`config.mk`:
```
export PLATFORM = sky130hd
export DESIGN_NAME = cpuControl
export DESIGN_NICKNAME = d
export VERILOG_FILES = /design/src/source/controlPkg.sv /design/src/source/branchCondition.sv /design/src/source/controlEncode.sv /design/src/source/cpuControl.sv /design/src/source/instrDecode.sv /design/src/source/mainFsm.sv
export SDC_FILE = /design/constraint.sdc
export NUM_CORES = 1
export LEC_CHECK = 0
export ABC_CLOCK_PERIOD_IN_PS = 3010
export BUFFER_PORTS_ARGS = -buffer_cell sky130_fd_sc_hd__buf_2
export CAP_MARGIN = 0
export CORE_MARGIN = 3
export CORE_UTILIZATION = 53
export CTS_BUF_LIST = sky130_fd_sc_hd__clkbuf_16
export CTS_CLUSTER_SIZE = 25
export DETAILED_ROUTE_END_ITERATION = 10
export GPL_TIMING_DRIVEN = 0
export PLACE_DENSITY = 0.78
export SYNTH_ARGS = -nofsm -noshare
export SYNTH_HDL_FRONTEND = slang
export SYNTH_SLANG_ARGS = --single-unit
```
`constraint.sdc`:
```
create_clock -name clk -period 3.01 [get_ports clk]
set_input_delay 0.4515 -clock clk [delete_from_list [all_inputs] [get_ports clk]]
set_output_delay 0.4515 -clock clk [all_outputs]
set_load 0.05 [all_outputs]
```
`src/source/controlPkg.sv`:
```
`default_nettype none

package controlPkg;

    localparam int fieldWidth = 4;

    // opcodes
    localparam logic [fieldWidth-1:0] opRegGroup   = 4'b0000;
    localparam logic [fieldWidth-1:0] opAndi       = 4'b0001;
    localparam logic [fieldWidth-1:0] opOri        = 4'b0010;
    localparam logic [fieldWidth-1:0] opXori       = 4'b0011;
    localparam logic [fieldWidth-1:0] opMemGroup   = 4'b0100;
    localparam logic [fieldWidth-1:0] opAddi       = 4'b0101;
    localparam logic [fieldWidth-1:0] opShiftGroup = 4'b1000;
    localparam logic [fieldWidth-1:0] opSubi       = 4'b1001;
    localparam logic [fieldWidth-1:0] opCmpi       = 4'b1011;
    localparam logic [fieldWidth-1:0] opBcond      = 4'b1100;
    localparam logic [fieldWidth-1:0] opMovi       = 4'b1101;
    localparam logic [fieldWidth-1:0] opLui        = 4'b1111;

    // extensions for the register group
    localparam logic [fieldWidth-1:0] extAnd = 4'b0001;
    localparam logic [fieldWidth-1:0] extOr  = 4'b0010;
    localparam logic [fieldWidth-1:0] extXor = 4'b0011;
    localparam logic [fieldWidth-1:0] extAdd = 4'b0101;
    localparam logic [fieldWidth-1:0] extSub = 4'b1001;
    localparam logic [fieldWidth-1:0] extCmp = 4'b1011;
    localparam logic [fieldWidth-1:0] extMov = 4'b1101;

    localparam logic [fieldWidth-1:0] extLsh = 4'b0100; // register shift, others are immediate

    // extensions for the memory group
    localparam logic [fieldWidth-1:0] extLoad  = 4'b0000;
    localparam logic [fieldWidth-1:0] extStor  = 4'b0100;
    localparam logic [fieldWidth-1:0] extJal   = 4'b1000;
    localparam logic [fieldWidth-1:0] extJcond = 4'b1100;

    // condition codes
    localparam logic [fieldWidth-1:0] condEq    = 4'b0000;
    localparam logic [fieldWidth-1:0] condNe    = 4'b0001;
    localparam logic [fieldWidth-1:0] condCs    = 4'b0010;
    localparam logic [fieldWidth-1:0] condCc    = 4'b0011;
    localparam logic [fieldWidth-1:0] condHi    = 4'b0100;
    localparam logic [fieldWidth-1:0] condLs    = 4'b0101;
    localparam logic [fieldWidth-1:0] condGt    = 4'b0110;
    localparam logic [fieldWidth-1:0] condLe    = 4'b0111;
    localparam logic [fieldWidth-1:0] condFs    = 4'b1000;
    localparam logic [fieldWidth-1:0] condFc    = 4'b1001;
    localparam logic [fieldWidth-1:0] condLo    = 4'b1010;
    localparam logic [fieldWidth-1:0] condHs    = 4'b1011;
    localparam logic [fieldWidth-1:0] condLt    = 4'b1100;
    localparam logic [fieldWidth-1:0] condGe    = 4'b1101;
    localparam logic [fieldWidth-1:0] condUc    = 4'b1110;
    localparam logic [fieldWidth-1:0] condNever = 4'b1111;

    typedef struct packed {
        logic [fieldWidth-1:0] op;
        logic [fieldWidth-1:0] opExt;
        logic [fieldWidth-1:0] cond;
    } instrFields_t;

    typedef struct packed {
        logic [2:0] spare;
        logic       carry;
        logic       low;
        logic       flag;
        logic       zero;
        logic       negative;
    } psr_t;

    typedef enum logic [1:0] {srcPc = 2'b00, srcReg = 2'b01, srcZero = 2'b10} aluSrc_t;
    typedef enum logic [1:0] {pcPlus = 2'b00, pcAbsolute = 2'b01, pcRelative = 2'b10} pcSrc_t;

    typedef enum logic [3:0] {
        clsAluReg, clsAluImm, clsCmp, clsCmpi, clsMov, clsMovi,
        clsLoad, clsStore, clsJal, clsJcond, clsBcond, clsNop
    } instrClass_t;

    typedef enum logic [4:0] {
        stFetch, stDecode, stRegLoad, stAluEx, stImmEx, stCmpEx, stCmpiEx,
        stMovEx, stMoviEx, stWriteback, stMemRead, stMemWrite, stLoadWb,
        stJalStorePc, stJalNewPc, stJumpCond, stBranchCond,
        stPcIncr, stPcIncr2, stPcIncr3
    } state_t;

    typedef struct packed {
        logic    memWrite;
        logic    pcEn;
        logic    writeBackSelect;
        logic    dataToWriteSelect;
        logic    newAluInput;
        logic    psrRegEn;
        logic    regWrite;
        logic    instrWrite;
        aluSrc_t aluSrc1Sel;
        aluSrc_t aluSrc2Sel;
        pcSrc_t  pcSrc;
    } ctrlWord_t;

endpackage

`default_nettype wire

```
`src/source/branchCondition.sv`:
```
`default_nettype none

module branchCondition
(
    input  logic [3:0]       condCode,
    input  controlPkg::psr_t psr,
    output logic             taken
);
    import controlPkg::*;

    always_comb
    begin
        case (condCode)
            condEq: taken = psr.zero;
            condNe: taken = !psr.zero;
            condGe: taken = psr.zero || psr.negative;
            condCs: taken = psr.carry;
            condCc: taken = !psr.carry;
            condHi: taken = psr.low;
            condLs: taken = !psr.low;
            condLo: taken = !psr.low && !psr.zero;
            condHs: taken = psr.low || psr.zero;
            condGt: taken = psr.negative;  // negative flag doubles as signed greater
            condLe: taken = !psr.negative;
            condFs: taken = psr.flag;
            condFc: taken = !psr.flag;
            condLt: taken = !psr.negative && !psr.zero;
            condUc: taken = 1'b1;
            default: taken = 1'b0; // condNever
        endcase
    end

endmodule

`default_nettype wire

```
`src/source/controlEncode.sv`:
```
`default_nettype none

module controlEncode
(
    input  controlPkg::state_t    state,
    input  logic                  taken,
    output controlPkg::ctrlWord_t ctrl
);
    import controlPkg::*;

    always_comb
    begin
        ctrl = '0; // srcPc and pcPlus both encode as zero
        case (state)
            stFetch:   ctrl.instrWrite = 1'b1;
            stRegLoad: ctrl.newAluInput = 1'b1;
            stAluEx:   ctrl.aluSrc1Sel = srcReg;
            stImmEx:
            begin
                ctrl.aluSrc1Sel = srcReg;
                ctrl.aluSrc2Sel = srcReg;
            end
            stCmpEx:
            begin
                ctrl.aluSrc1Sel = srcReg;
                ctrl.psrRegEn   = 1'b1;
            end
            stCmpiEx:
            begin
                ctrl.aluSrc1Sel = srcReg;
                ctrl.aluSrc2Sel = srcReg;
                ctrl.psrRegEn   = 1'b1;
            end
            stMovEx:   ctrl.aluSrc1Sel = srcZero; // source plus zero
            stMoviEx:
            begin
                ctrl.aluSrc1Sel = srcZero;
                ctrl.aluSrc2Sel = srcReg;
            end
            stWriteback: ctrl.regWrite = 1'b1;
            stMemWrite:  ctrl.memWrite = 1'b1;
            stLoadWb:
            begin
                ctrl.writeBackSelect = 1'b1;
                ctrl.regWrite        = 1'b1;
            end
            stJalStorePc:
            begin
                ctrl.dataToWriteSelect = 1'b1; // link address goes to the register file
                ctrl.regWrite          = 1'b1;
            end
            stJalNewPc:
            begin
                ctrl.pcEn  = 1'b1;
                ctrl.pcSrc = pcAbsolute;
            end
            stPcIncr: ctrl.pcEn = 1'b1;
            stJumpCond:
            begin
                ctrl.pcEn  = 1'b1;
                ctrl.pcSrc = taken ? pcAbsolute : pcPlus;
            end
            stBranchCond:
            begin
                ctrl.pcEn  = 1'b1;
                ctrl.pcSrc = taken ? pcRelative : pcPlus;
            end
            default: ctrl = '0; // decode, memory read and the idle increments
        endcase
    end

endmodule

`default_nettype wire

```
`src/source/cpuControl.sv`:
```
`default_nettype none

module cpuControl
(
    input  logic                     clk,
    input  logic                     reset,
    input  controlPkg::instrFields_t instr,
    input  controlPkg::psr_t         psr,
    output controlPkg::ctrlWord_t    ctrl
);
    import controlPkg::*;

    instrClass_t instrClass;
    state_t      state;
    logic [3:0]  condCode;
    logic        taken;

    instrDecode decode (.instr(instr), .instrClass(instrClass));

    mainFsm fsm
    (
        .clk(clk),
        .reset(reset),
        .instrClass(instrClass),
        .condIn(instr.cond),
        .state(state),
        .condCode(condCode)
    );

    branchCondition branchEval (.condCode(condCode), .psr(psr), .taken(taken));

    controlEncode encode (.state(state), .taken(taken), .ctrl(ctrl));

endmodule

`default_nettype wire

```
`src/source/instrDecode.sv`:
```
`default_nettype none

module instrDecode
(
    input  controlPkg::instrFields_t instr,
    output controlPkg::instrClass_t  instrClass
);
    import controlPkg::*;

    always_comb
    begin
        instrClass = clsNop; // unlisted encodings fall through to a no-op
        case (instr.op)
            opRegGroup:
                case (instr.opExt)
                    extAnd, extOr, extXor, extAdd, extSub: instrClass = clsAluReg;
                    extCmp:  instrClass = clsCmp;
                    extMov:  instrClass = clsMov;
                    default: instrClass = clsNop;
                endcase
            opShiftGroup:
            begin
                if (instr.opExt == extLsh)
                    instrClass = clsAluReg;
                else
                    instrClass = clsAluImm; // shift by immediate
            end
            opMemGroup:
                case (instr.opExt)
                    extLoad: instrClass = clsLoad;
                    extStor: instrClass = clsStore;
                    extJal:  instrClass = clsJal;
                    extJcond:
                    begin
                        if (instr.cond == condNever)
                            instrClass = clsNop;
                        else
                            instrClass = clsJcond;
                    end
                    default: instrClass = clsNop;
                endcase
            opAndi, opOri, opXori, opAddi, opSubi, opLui: instrClass = clsAluImm;
            opCmpi: instrClass = clsCmpi;
            opMovi: instrClass = clsMovi;
            opBcond:
            begin
                // never-taken branch behaves like a no-op
                if (instr.cond == condNever)
                    instrClass = clsNop;
                else
                    instrClass = clsBcond;
            end
            default: instrClass = clsNop;
        endcase
    end

endmodule

`default_nettype wire

```
`src/source/mainFsm.sv`:
```
`default_nettype none

module mainFsm
(
    input  logic                    clk,
    input  logic                    reset,
    input  controlPkg::instrClass_t instrClass,
    input  logic [3:0]              condIn,
    output controlPkg::state_t      state,
    output logic [3:0]              condCode
);
    import controlPkg::*;

    state_t      nextState;
    instrClass_t classReg;

    always_ff @(posedge clk)
    begin
        if (!reset)
            state <= stFetch;
        else
            state <= nextState;
    end

    // instruction fields are only stable through decode, so keep what later states need
    always_ff @(posedge clk)
    begin
        if (state == stDecode)
        begin
            classReg <= instrClass;
            condCode <= condIn;
        end
    end

    always_comb
    begin
        nextState = stFetch;
        case (state)
            stFetch: nextState = stDecode;
            stDecode:
                case (instrClass)
                    clsJcond: nextState = stJumpCond;
                    clsBcond: nextState = stBranchCond;
                    clsNop:   nextState = stPcIncr;
                    default:  nextState = stRegLoad;
                endcase
            stRegLoad:
                case (classReg) // latched class picks the execute step
                    clsAluReg: nextState = stAluEx;
                    clsAluImm: nextState = stImmEx;
                    clsCmp:    nextState = stCmpEx;
                    clsCmpi:   nextState = stCmpiEx;
                    clsMov:    nextState = stMovEx;
                    clsMovi:   nextState = stMoviEx;
                    clsLoad:   nextState = stMemRead;
                    clsStore:  nextState = stMemWrite;
                    clsJal:    nextState = stJalStorePc;
                    default:   nextState = stPcIncr;
                endcase
            stAluEx, stImmEx, stMovEx, stMoviEx: nextState = stWriteback;
            stWriteback:  nextState = stPcIncr;
            stCmpEx, stCmpiEx: nextState = stPcIncr; // flags only, no writeback
            stMemRead:    nextState = stLoadWb;
            stLoadWb:     nextState = stPcIncr;
            stMemWrite:   nextState = stPcIncr;
            stJalStorePc: nextState = stJalNewPc;
            stJalNewPc:   nextState = stPcIncr;
            // jumps already wrote the pc, skip the first increment
            stJumpCond, stBranchCond: nextState = stPcIncr2;
            stPcIncr:     nextState = stPcIncr2;
            stPcIncr2:    nextState = stPcIncr3;
            stPcIncr3:    nextState = stFetch;
            default:      nextState = stFetch;
        endcase
    end

endmodule

`default_nettype wire
```
Word level (Yosys, flattened, before mapping)
Memory sizes are Yosys's and may differ from the RTL's. A register that Yosys moved wholly into a read port is not among the register bits.
Cells that the tools add are included.
Widths: inputs -> output; s select.
- equality and inequality tests: 57
- mux-type cells: 23
- reductions and logical operators: 24
- operator list (operator ; count):
    $eq 4x4->1 const B ; 22
    $pmux 5 s9 ; 1
    $eq 5x4->1 const B ; 8
    $eq 4x3->1 const B ; 8
    $pmux 4 s7 ; 1
    $eq 4x2->1 const B ; 6
    $eq 5x3->1 const B ; 4
    $pmux 4 s4 ; 1
    $eq 5x5->1 const B ; 3
    $pmux 1 s15 ; 1
    $pmux 5 s3 ; 1
    $eq 4x1->1 const B ; 3
    $logic_not 4->1 ; 3
    $mux 1 ; 12
    $pmux 4 s3 ; 1
    $reduce_or 4->1 ; 3
    $reduce_or 6->1 ; 2
    $eq 5x2->1 const B ; 2
    $reduce_or 3->1 ; 3
    $pmux 2 s3 ; 1
    $eq 5x1->1 const B ; 1
    $logic_not 1->1 ; 5
    $logic_not 5->1 ; 1
    $reduce_or 5->1 ; 1
    6 further kinds ; 10
- output and inout port bits: 14
- logic and storage cells: 108
- memory bits (read-only): 80
- memories kept: 1
- bits of input ports: 22
- register bits after elaboration: 13
- memory list (memory ; words ; width ; read ports ; clocked after Yosys merged registers in ; wr ports ; RTL line ; source):
    (name not given) ; 16 ; 5 ; 1 ; 1 ; 0 ; mainFsm.sv:48 ; case (classReg)

Logic depth before layout (Yosys ltp)
Gate-level depths: netlist of run 1.
- depth after elaboration: 7
- depth in mapped cells: 10
- gate-level depth less buffers: 9

Hierarchy
Synthesis of run 1 repeated with hierarchy kept, for this count alone.
- cell total of the unflattened synthesis: 197
- area, all modules: 1646.6 µm²
- by module, submodules not included (module ; seq. area each (µm²) ; instances ; area an instance (µm²) ; cells an instance):
    mainFsm ; 440.4 ; 1 ; 1006.0 ; 103
    controlEncode ; 0.0 ; 1 ; 246.5 ; 37
    instrDecode ; 0.0 ; 1 ; 234.0 ; 35
    branchCondition ; 0.0 ; 1 ; 160.2 ; 22

Least setup slack after synthesis of run 1
No wires, ideal clock.
- kind: flip-flop to output port
- start: register fsm.state[3]
- end: output port ctrl[11] (netlist bit)
- path slack: 332 ps
- data required time: 2558 ps
- stages on the path, launching flop included: 4
- arrival time: 2227 ps
- cells stage by stage: dfxtp_1 > clkbuf_1 > nand2_1 > nor4_1
- RTL lines (what ; RTL line ; source):
    start: declaration ; mainFsm.sv:9 ; output controlPkg::state_t state,
    start signal: assignment ; mainFsm.sv:20 ; state <= stFetch;
    start signal: assignment ; mainFsm.sv:22 ; state <= nextState;
    end: declaration ; cpuControl.sv:9 ; output controlPkg::ctrlWord_t ctrl

==> results by group, run 1 <==
Route
  – Wire per inst: about 14 µm
  – Total Routed Length: 3490 µm
  – Initial drt markers: 93
  – Vias per cell: slightly above 6
  – Via count: ~1,500
  – DRC: 0
  – Pre-Repair DR Iteration Count: 4
  – Antenna viol nets, final: 0

Critical path
  – Worst Path Max Fanout: 13
  – Critical Path Start: fsm.state[2]
  – Worst path required time: 3170 ps
  – Crit Path Class: reg2reg
  – Reg-to-Reg Start: fsm.state[2]
  – Worst EP arrival: roughly 3000 ps
  – Startpoint types: flop
  – Setup slack, reg-to-reg: roughly 220 ps
  – Worst Setup End Kind: flop

Power and ir drop
  – Combinational Power Share: just under 60%
  – Sw frac: around 46%
  – Pleak: between 0.6 and 0.7 nW
  – Cell Int Power: between 0.8 and 0.9 mW
  – Peak supply drop: slightly below 0.7 mV
  – Pwr per Cell Area: roughly 950 mW/mm²
  – Clock power share: ~16%
  – Total chip power: around 1.6 mW
  – Switching power: 0.750 mW
  – Sequential Power Share: about a quarter

Run
  – Max Cap Viol: 0

GRT
  – Largest net degree at the start of global routing: 14
  – Total track usage: between 20 and 25%
  – Initial antenna violation count: 0
  – Vias in the first global route: 1,468
  – First-pass GRT wire length: ~6000 µm
  – Gr ovfl total: 0

Placement
  – DP Wirelength: ~2700 µm
  – RD Place Congestion: 0.890
  – Port Buffer Count: 28

Die
  – Die area: around 0.0034 mm²
  – Die height: between 50 and 60 µm
  – Row cnt: 18
  – Initial core utilization: 57.4%
  – Die W: a little under 60 µm
  – Core area: between 0.002 and 0.003 mm²
  – I/O pins: 36

Layout
  – Area growth syn-to-layout: 17.8%
  – FF/Latch Area: approximately 440 µm²
  – # nets final: ~240
  – Post-layout util: roughly two thirds
  – Area of the multi-input gates: 933 µm²
  – Most frequent cells in the layout: buf_2 (29), nor2_1 (18), nand2_1 (13)
  – Commonest non-fill, non-tap cell in the layout: buf_2
  – Layout cells sized above 1: a little under a fifth
  – Fillers: 227
  – Diode count: 0

CTS
  – CTS tree: built
  – Clock Latency Late Sink: about 250 ps
  – Clk root buf: clkbuf_16
  – CTS Buf Count: 3
  – # H-tree levels: 1
  – Clock buffer depth: 2
  – Reg clk slew, reported paths: approximately 50 ps
  – CTS sink cnt: 18

Timing
  – Final setup vio count: 0
  – Final hold violation count: 0
  – Max Clk Rate: ~0.36 GHz
  – TNS Setup: 0 ps
  – Fin. max-slew vios: 0
  – Final period util: between 90% and 100%
  – RSZ-0062 raised after global routing: false
  – Tmin final: approximately 2800 ps
  – Setup Skew: approximately 3.0 ps

Logic synthesis
  – Yosys cell types: 53
  – FFs w/ async S/R, synth: 0%
  – Synthesis-stage register bit count: 18
  – Largest family of logic cells by synthesized area: simple AND/OR/NAND/NOR gates
  – Synth Net Count: 211
  – Synthesized cell area: between 0.001 and 0.0015 mm²
  – Area share of fa/ha/maj cells after synthesis: 2.57%
  – Synth Area in Compound Gates: 26.1%
  – Yosys warnings: 0
  – Post-Synth XOR/XNOR Area: 2.40%
  – Post-synth EDFFs: 8
  – Multiplexer area fraction after synthesis: 2.83%
  – Synthesized instance count: ~190
  – Synth Area in Simple Gates: between 20% and 30%
  – Register area share after synthesis: 30.1%
  – Synth Area per Inst: 7.86 µm²
  – Post-synth top flop: dfxtp_1

Min path
  – Hold Path Origin: instr[1]
  – HP Class: in2reg

Status
  – Status: finished, final reports clean
==> critical path, cell delays in order (launching register included) <==
cell	delay [ps]
dfxtp_1	370
or3_4	430
or2_1	230
buf_2	170
clkinvlp_4	220
mux2_2	400
inv_1	90
ha_1	140
inv_1	50
or4b_1	510
o31ai_1	80
==> cell type report <==
class                           count  share of cell area, %
Timing Repair Buffer               28                   8.14
Clock buffer                        3                   4.36
Buffer                             14                   3.34
Clock inverter                      1                  0.218
Multi-Input combinational cell    146                   54.2
Inverter                            8                   1.96
Tap cell                           30                   2.18
Sequential cell                    18                   25.6
==> through the flow <==
| step | setup slack, ps | area (µm²) | cells | hold slack (ps) |
|---|---|---|---|---|
| after global placement | 151 | 1640 | 244 | 461 |
| after detailed placement | 103 | 1640 | 244 | 463 |
| after CTS | 78.2 | 1720 | 248 | 392 |
| after floorplan | 332 | 1460 | 186 | 441 |
| after global routing | 84.0 | 1720 | 248 | 395 |
| final | 224 | 1720 | 248 | 398 |
==> Yosys cell counts (2+ instances only) <==
master | instances | share of area, %
edfxtp_1 | 8 | 16
ha_1 | 3 | 2.6
o211ai_1 | 2 | 1.0
xor2_1 | 4 | 2.4
mux2i_1 | 3 | 2.1
a31oi_1 | 2 | 0.86
o2111ai_1 | 2 | 1.2
nand3_1 | 5 | 1.7
nor2_1 | 18 | 4.6
a211oi_1 | 5 | 2.6
nor3_1 | 11 | 3.8
o31ai_1 | 3 | 1.5
o21a_1 | 3 | 1.5
clkbuf_1 | 11 | 2.8
nor4_1 | 3 | 1.3
o21ai_0 | 10 | 3.4
o22ai_1 | 2 | 0.86
a21oi_1 | 10 | 3.4
or3_1 | 2 | 0.86
nand2_1 | 13 | 3.3
nor3b_1 | 4 | 2.1
dfxtp_1 | 10 | 14
inv_1 | 8 | 2.1
a221o_1 | 2 | 1.4
nor2b_1 | 5 | 2.1
nand4_1 | 3 | 1.3
nand2b_1 | 8 | 3.4
==> layer usage <==
| metal | vias up | global-route usage [%] | wire [µm] |
|---|---|---|---|
| li1 | 755 | - | - |
| met1 | 684 | 26.6 | 1500 |
| met2 | 52 | 38.1 | 1720 |
| met3 | 7 | 3.95 | 203 |
| met4 | 0 | 12.9 | 62 |
| met5 | - | 0 | 0 |
==> cell families after synthesis <==
family                   Yosys count
AO/OA/AOI/OAI                     53
XOR/XNOR                           4
adder cells (fa/ha/maj)            3
buffers and inverters             22
flip-flops                        18
multiplexers                       4
other                              1
AND/OR/NAND/NOR                   81
==> path summary, 6_finish.rpt <==
kind / depth (start not counted) / to
worst max-delay path: 10 / flop
worst min-delay path: 1 / fsm.condCode[1]
worst max register to register: 10 / flop
worst min register to register: 2 / fsm.state[2]
==> power groups by stage <==
stage | registers, mW | clock network (mW) | logic [mW]
after floorplan | 0.412 | 0 | 0.741
after global placement | 0.427 | 0 | 0.883
after detailed placement | 0.429 | 0 | 0.920
after CTS | 0.425 | 0.269 | 0.925
after global routing | 0.439 | 0.281 | 1.03
final | 0.426 | 0.264 | 0.940
==> what timing repair did <==
item | in CTS | in global routing
setup buffers | 0 | 0
endpoints found under the setup margin | 0 | 2
gates resized for setup | 0 | 1
hold buffers | 0 | 0
No activity file was read; power rests on OpenSTA's default activity.
==> run 2: changes to the inputs <==
--- a/config.mk
+++ b/config.mk
@@ -9,12 +9,14 @@
 export BUFFER_PORTS_ARGS = -buffer_cell sky130_fd_sc_hd__buf_2
 export CAP_MARGIN = 0
 export CORE_MARGIN = 3
-export CORE_UTILIZATION = 53
+export CORE_UTILIZATION = 54
 export CTS_BUF_LIST = sky130_fd_sc_hd__clkbuf_16
 export CTS_CLUSTER_SIZE = 25
 export DETAILED_ROUTE_END_ITERATION = 10
 export GPL_TIMING_DRIVEN = 0
 export PLACE_DENSITY = 0.78
+export RECOVER_POWER = 50
 export SYNTH_ARGS = -nofsm -noshare
 export SYNTH_HDL_FRONTEND = slang
+export SYNTH_HIERARCHICAL = 1
 export SYNTH_SLANG_ARGS = --single-unit
==> results by group, run 2 <==
Status
  – Status: finished, final reports clean

CTS
  – Clk root buf: clkbuf_16
  – Post-CTS setup buffers: 0 (unchanged)
  – CTS tree: built
  – CTS Buf Count: 3 (unchanged)
  – Reg clk slew, reported paths: 50 ps (about the same)
  – Clock Latency Late Sink: 250 ps (about the same)
  – Post-CTS Resized: 0 (unchanged)
  – CTS sink cnt: 18 (unchanged)
  – Clock buffer depth: 2 (unchanged)
  – # hold bufs at CTS: 0 (unchanged)
  – # H-tree levels: 1 (unchanged)

Die
  – Die area: 0.00375 mm² (+9.5%)
  – Die W: 61.2 µm (+4.6%)
  – Row cnt: 19 (+1)
  – Die height: 61.2 µm (+4.6%)
  – I/O pins: 36 (unchanged)
  – Core area: 0.00283 mm² (+11%)
  – Initial core utilization: 58.2% (+0.78 points)

Route
  – Via count: 1,636 (+9.2%)
  – Vias per cell: 6.24 (+3.4%)
  – Initial drt markers: 86 (-7.5%)
  – Pre-Repair DR Iteration Count: 4 (unchanged)
  – Wire per inst: 14.5 µm (+2.8%)
  – DRC: 0 (unchanged)
  – Total Routed Length: 3790 µm (+8.6%)
  – Antenna viol nets, final: 0 (unchanged)

Logic synthesis
  – Synth Area per Inst: 8.36 µm² (+6.4%)
  – Synth top area share: 14.6% (-1.8 points)
  – Synthesized cell area: 0.00165 mm² (+13%)
  – Synthesized instance count: 197 (+5.9%)
  – Synth Net Count: 222 (+5.2%)
  – Synth area leader: edfxtp_1
  – Synthesis-stage register bit count: 18 (unchanged)
  – Register area share after synthesis: 26.7% (-3.4 points)
  – Commonest cells post-synth: nor2_1 (14), inv_1 (12), dfxtp_1 (10), a21oi_1 (9)
  – Yosys warnings: 6 (+6)
  – Top cells by area, synth: edfxtp_1 (15%), dfxtp_1 (12%), nor2_1 (3.2%)
  – FFs w/ async S/R, synth: 0% (unchanged)
  – Yosys cell types: 65 (+23%)
  – Post-synth EDFFs: 8 (unchanged)
  – Most frequent cell after synthesis: nor2_1
  – Post-synth top flop: dfxtp_1

Placement
  – RD Place Congestion: 0.910 (+2.1%)
  – Place WS: 369 ps (+267 ps)
  – Port Buffer Count: 30 (+7.1%)
  – DP Wirelength: 2890 µm (+7.3%)
  – Area after DPL: 0.00184 mm² (+12%)

Timing
  – Tmin final: 2520 ps (-270 ps)
  – Setup Skew: 2.81 ps (-0.176 ps)
  – Final hold slack: 387 ps (-11.4 ps)
  – Final setup vio count: 0 (unchanged)
  – TNS Setup: 0 ps (unchanged)
  – RSZ-0062 raised after global routing: false
  – Max Clk Rate: 0.398 GHz (+11%)
  – Worst Tran Pin Value: 802 ps
  – Setup WS post-layout: 494 ps (+270 ps)
  – Max-slew headroom: ~46%
  – Final hold violation count: 0 (unchanged)
  – Final period util: 83.6% (-9.0 points)
  – Fin. max-slew vios: 0 (unchanged)

Min path
  – HP Class: in2reg

Layout
  – Design area: 0.00190 mm² (+11%)
  – Layout cells sized above 1: 19.0% (+0.24 points)
  – Diode count: 0 (unchanged)
  – Most frequent cells in the layout: buf_2 (27), nor2_1 (14), inv_1 (13)
  – Post-layout util: 67.3% (-0.38 points)
  – # nets final: 257 (+5.3%)
  – Area growth syn-to-layout: 15.6%
  – Fillers: 219 (-3.5%)
  – Commonest non-fill, non-tap cell in the layout: buf_2

Critical path
  – Worst EP arrival: 2060 ps (-880 ps)
  – Worst Setup End Kind: output port
  – Worst path cell trace: buf_6, mux2i_1, xor2_1, a31o_1, o32ai_1, and4_1, buf_2
  – Slowest stage delay, CP: 380 ps (-130 ps)
  – Crit Path Class: reg2out
  – CP top delay family: compound AO/OA/AOI/OAI gates
  – Worst path required time: 2560 ps (-610 ps)
  – Crit path buf inv count: 2 (-2)
  – Setup slack, reg-to-reg: 1040 ps (+820 ps)
  – Startpoint types: flop
  – Worst Path Max Fanout: 8 (-5)
  – Slowest CP cell: edfxtp_1

Run
  – Max Cap Viol: 0 (unchanged)

Power and ir drop
  – Sequential Power Share: 25.3% (-0.9 points)
  – Peak supply drop: 0.603 mV (-12%)
  – Combinational Power Share: 59.8% (+2.1 points)
  – Cell Int Power: 0.967 mW (+9.9%)
  – Sw frac: 46.9% (+0.86 points)
  – Clock power share: 14.9% (-1.3 points)
  – Switching power: 0.854 mW (+14%)
  – Pleak: 0.773 nW (+14%)
  – Pwr per Cell Area: 957 mW/mm² (+1.0%)

GRT
  – Initial antenna violation count: 0 (unchanged)
  – Total track usage: 21.7% (-0.78 points)
  – First-pass GRT wire length: 6060 µm (-0.44%)
  – Vias in the first global route: 1,408 (-4.1%)
  – Largest net degree at the start of global routing: 11 (-3)
  – Gr ovfl total: 0 (unchanged)
==> run 2: cell count changes in the layout (fill, tap and decap cells not counted), moves of 4 or more <==
cell     before  now
nor3_1       11    7
nor4b_1       0    5
inv_1         7   13
o21ai_0      10    6
nor2_1       18   14
nand2_1      13    9
a31oi_1       2    6
==> run 2: worst reg2reg max path: stages, from the launching register on <==
cell and delay (ps):
dfxtp_1 500, and2b_1 260, nand2_1 210, mux2i_1 370
ha_1 320, o21ai_0 90, o211ai_1 110
==> run 2: kinds of logic (layout without fill, tap and decap cells) <==
logic type / Yosys count / in the layout / synth area share (%)
muxes: 4 / 4 / 2.81
and+or+nand+nor: 81 / 81 / 31.3
buffers and inverters: 27 / 61 / 8.13
adders and majority gates: 3 / 3 / 2.28
xor gates and xnor gates: 6 / 6 / 3.19
other: 1 / 1 / 0.228
AOI/OAI and AO/OA: 57 / 57 / 25.3
DFF: 18 / 18 / 26.7
==> run 2: cell type report <==
cell class | instances | area [µm²] | share of cell area (%)
buffer | 15 | 86.3 | 4.54
clock buffer | 3 | 75.1 | 3.94
clock inverter | 1 | 3.75 | 0.197
inverter | 12 | 45.0 | 2.37
multi-input combinational | 152 | 1070 | 56.2
sequential | 18 | 440 | 23.1
tap | 31 | 38.8 | 2.04
timing repair buffer | 30 | 144 | 7.56
==> run 2: worst paths after layout <==
check / start / end / cells past startpoint
max: fsm/condCode[1] / ctrl[1] / 7
min: instr[3] / fsm/condCode[3] / 1
max reg2reg: fsm/state[0] / flop / 6
min reg2reg: flop / fsm/state[2] / 2
==> run 2: routing by layer <==
layer	vias to the layer above	track usage [%]	share of wire, %	wire length, µm
met5	-	0	0	0
met4	0	10.8	2.3	87
met3	9	4.82	4.6	174
met2	44	37.8	51	1920
met1	766	24.9	42	1610
li1	817	-	-	-
==> run 2: through the flow <==
step / cells / power [mW]
2_1_floorplan: 197 / 1.34
3_3_place_gp: 258 / 1.52
3_5_place_dp: 258 / 1.56
4_1_cts: 262 / 1.84
5_1_grt: 262 / 1.96
6_report: 262 / 1.82
==> run 2: power by group through the flow <==
stage	Clock [mW]	Sequential, mW	Combinational [mW]
2_1_floorplan	0	0.436	0.904
3_3_place_gp	0	0.460	1.06
3_5_place_dp	0	0.466	1.10
4_1_cts	0.275	0.462	1.10
5_1_grt	0.286	0.480	1.19
6_report	0.270	0.461	1.09
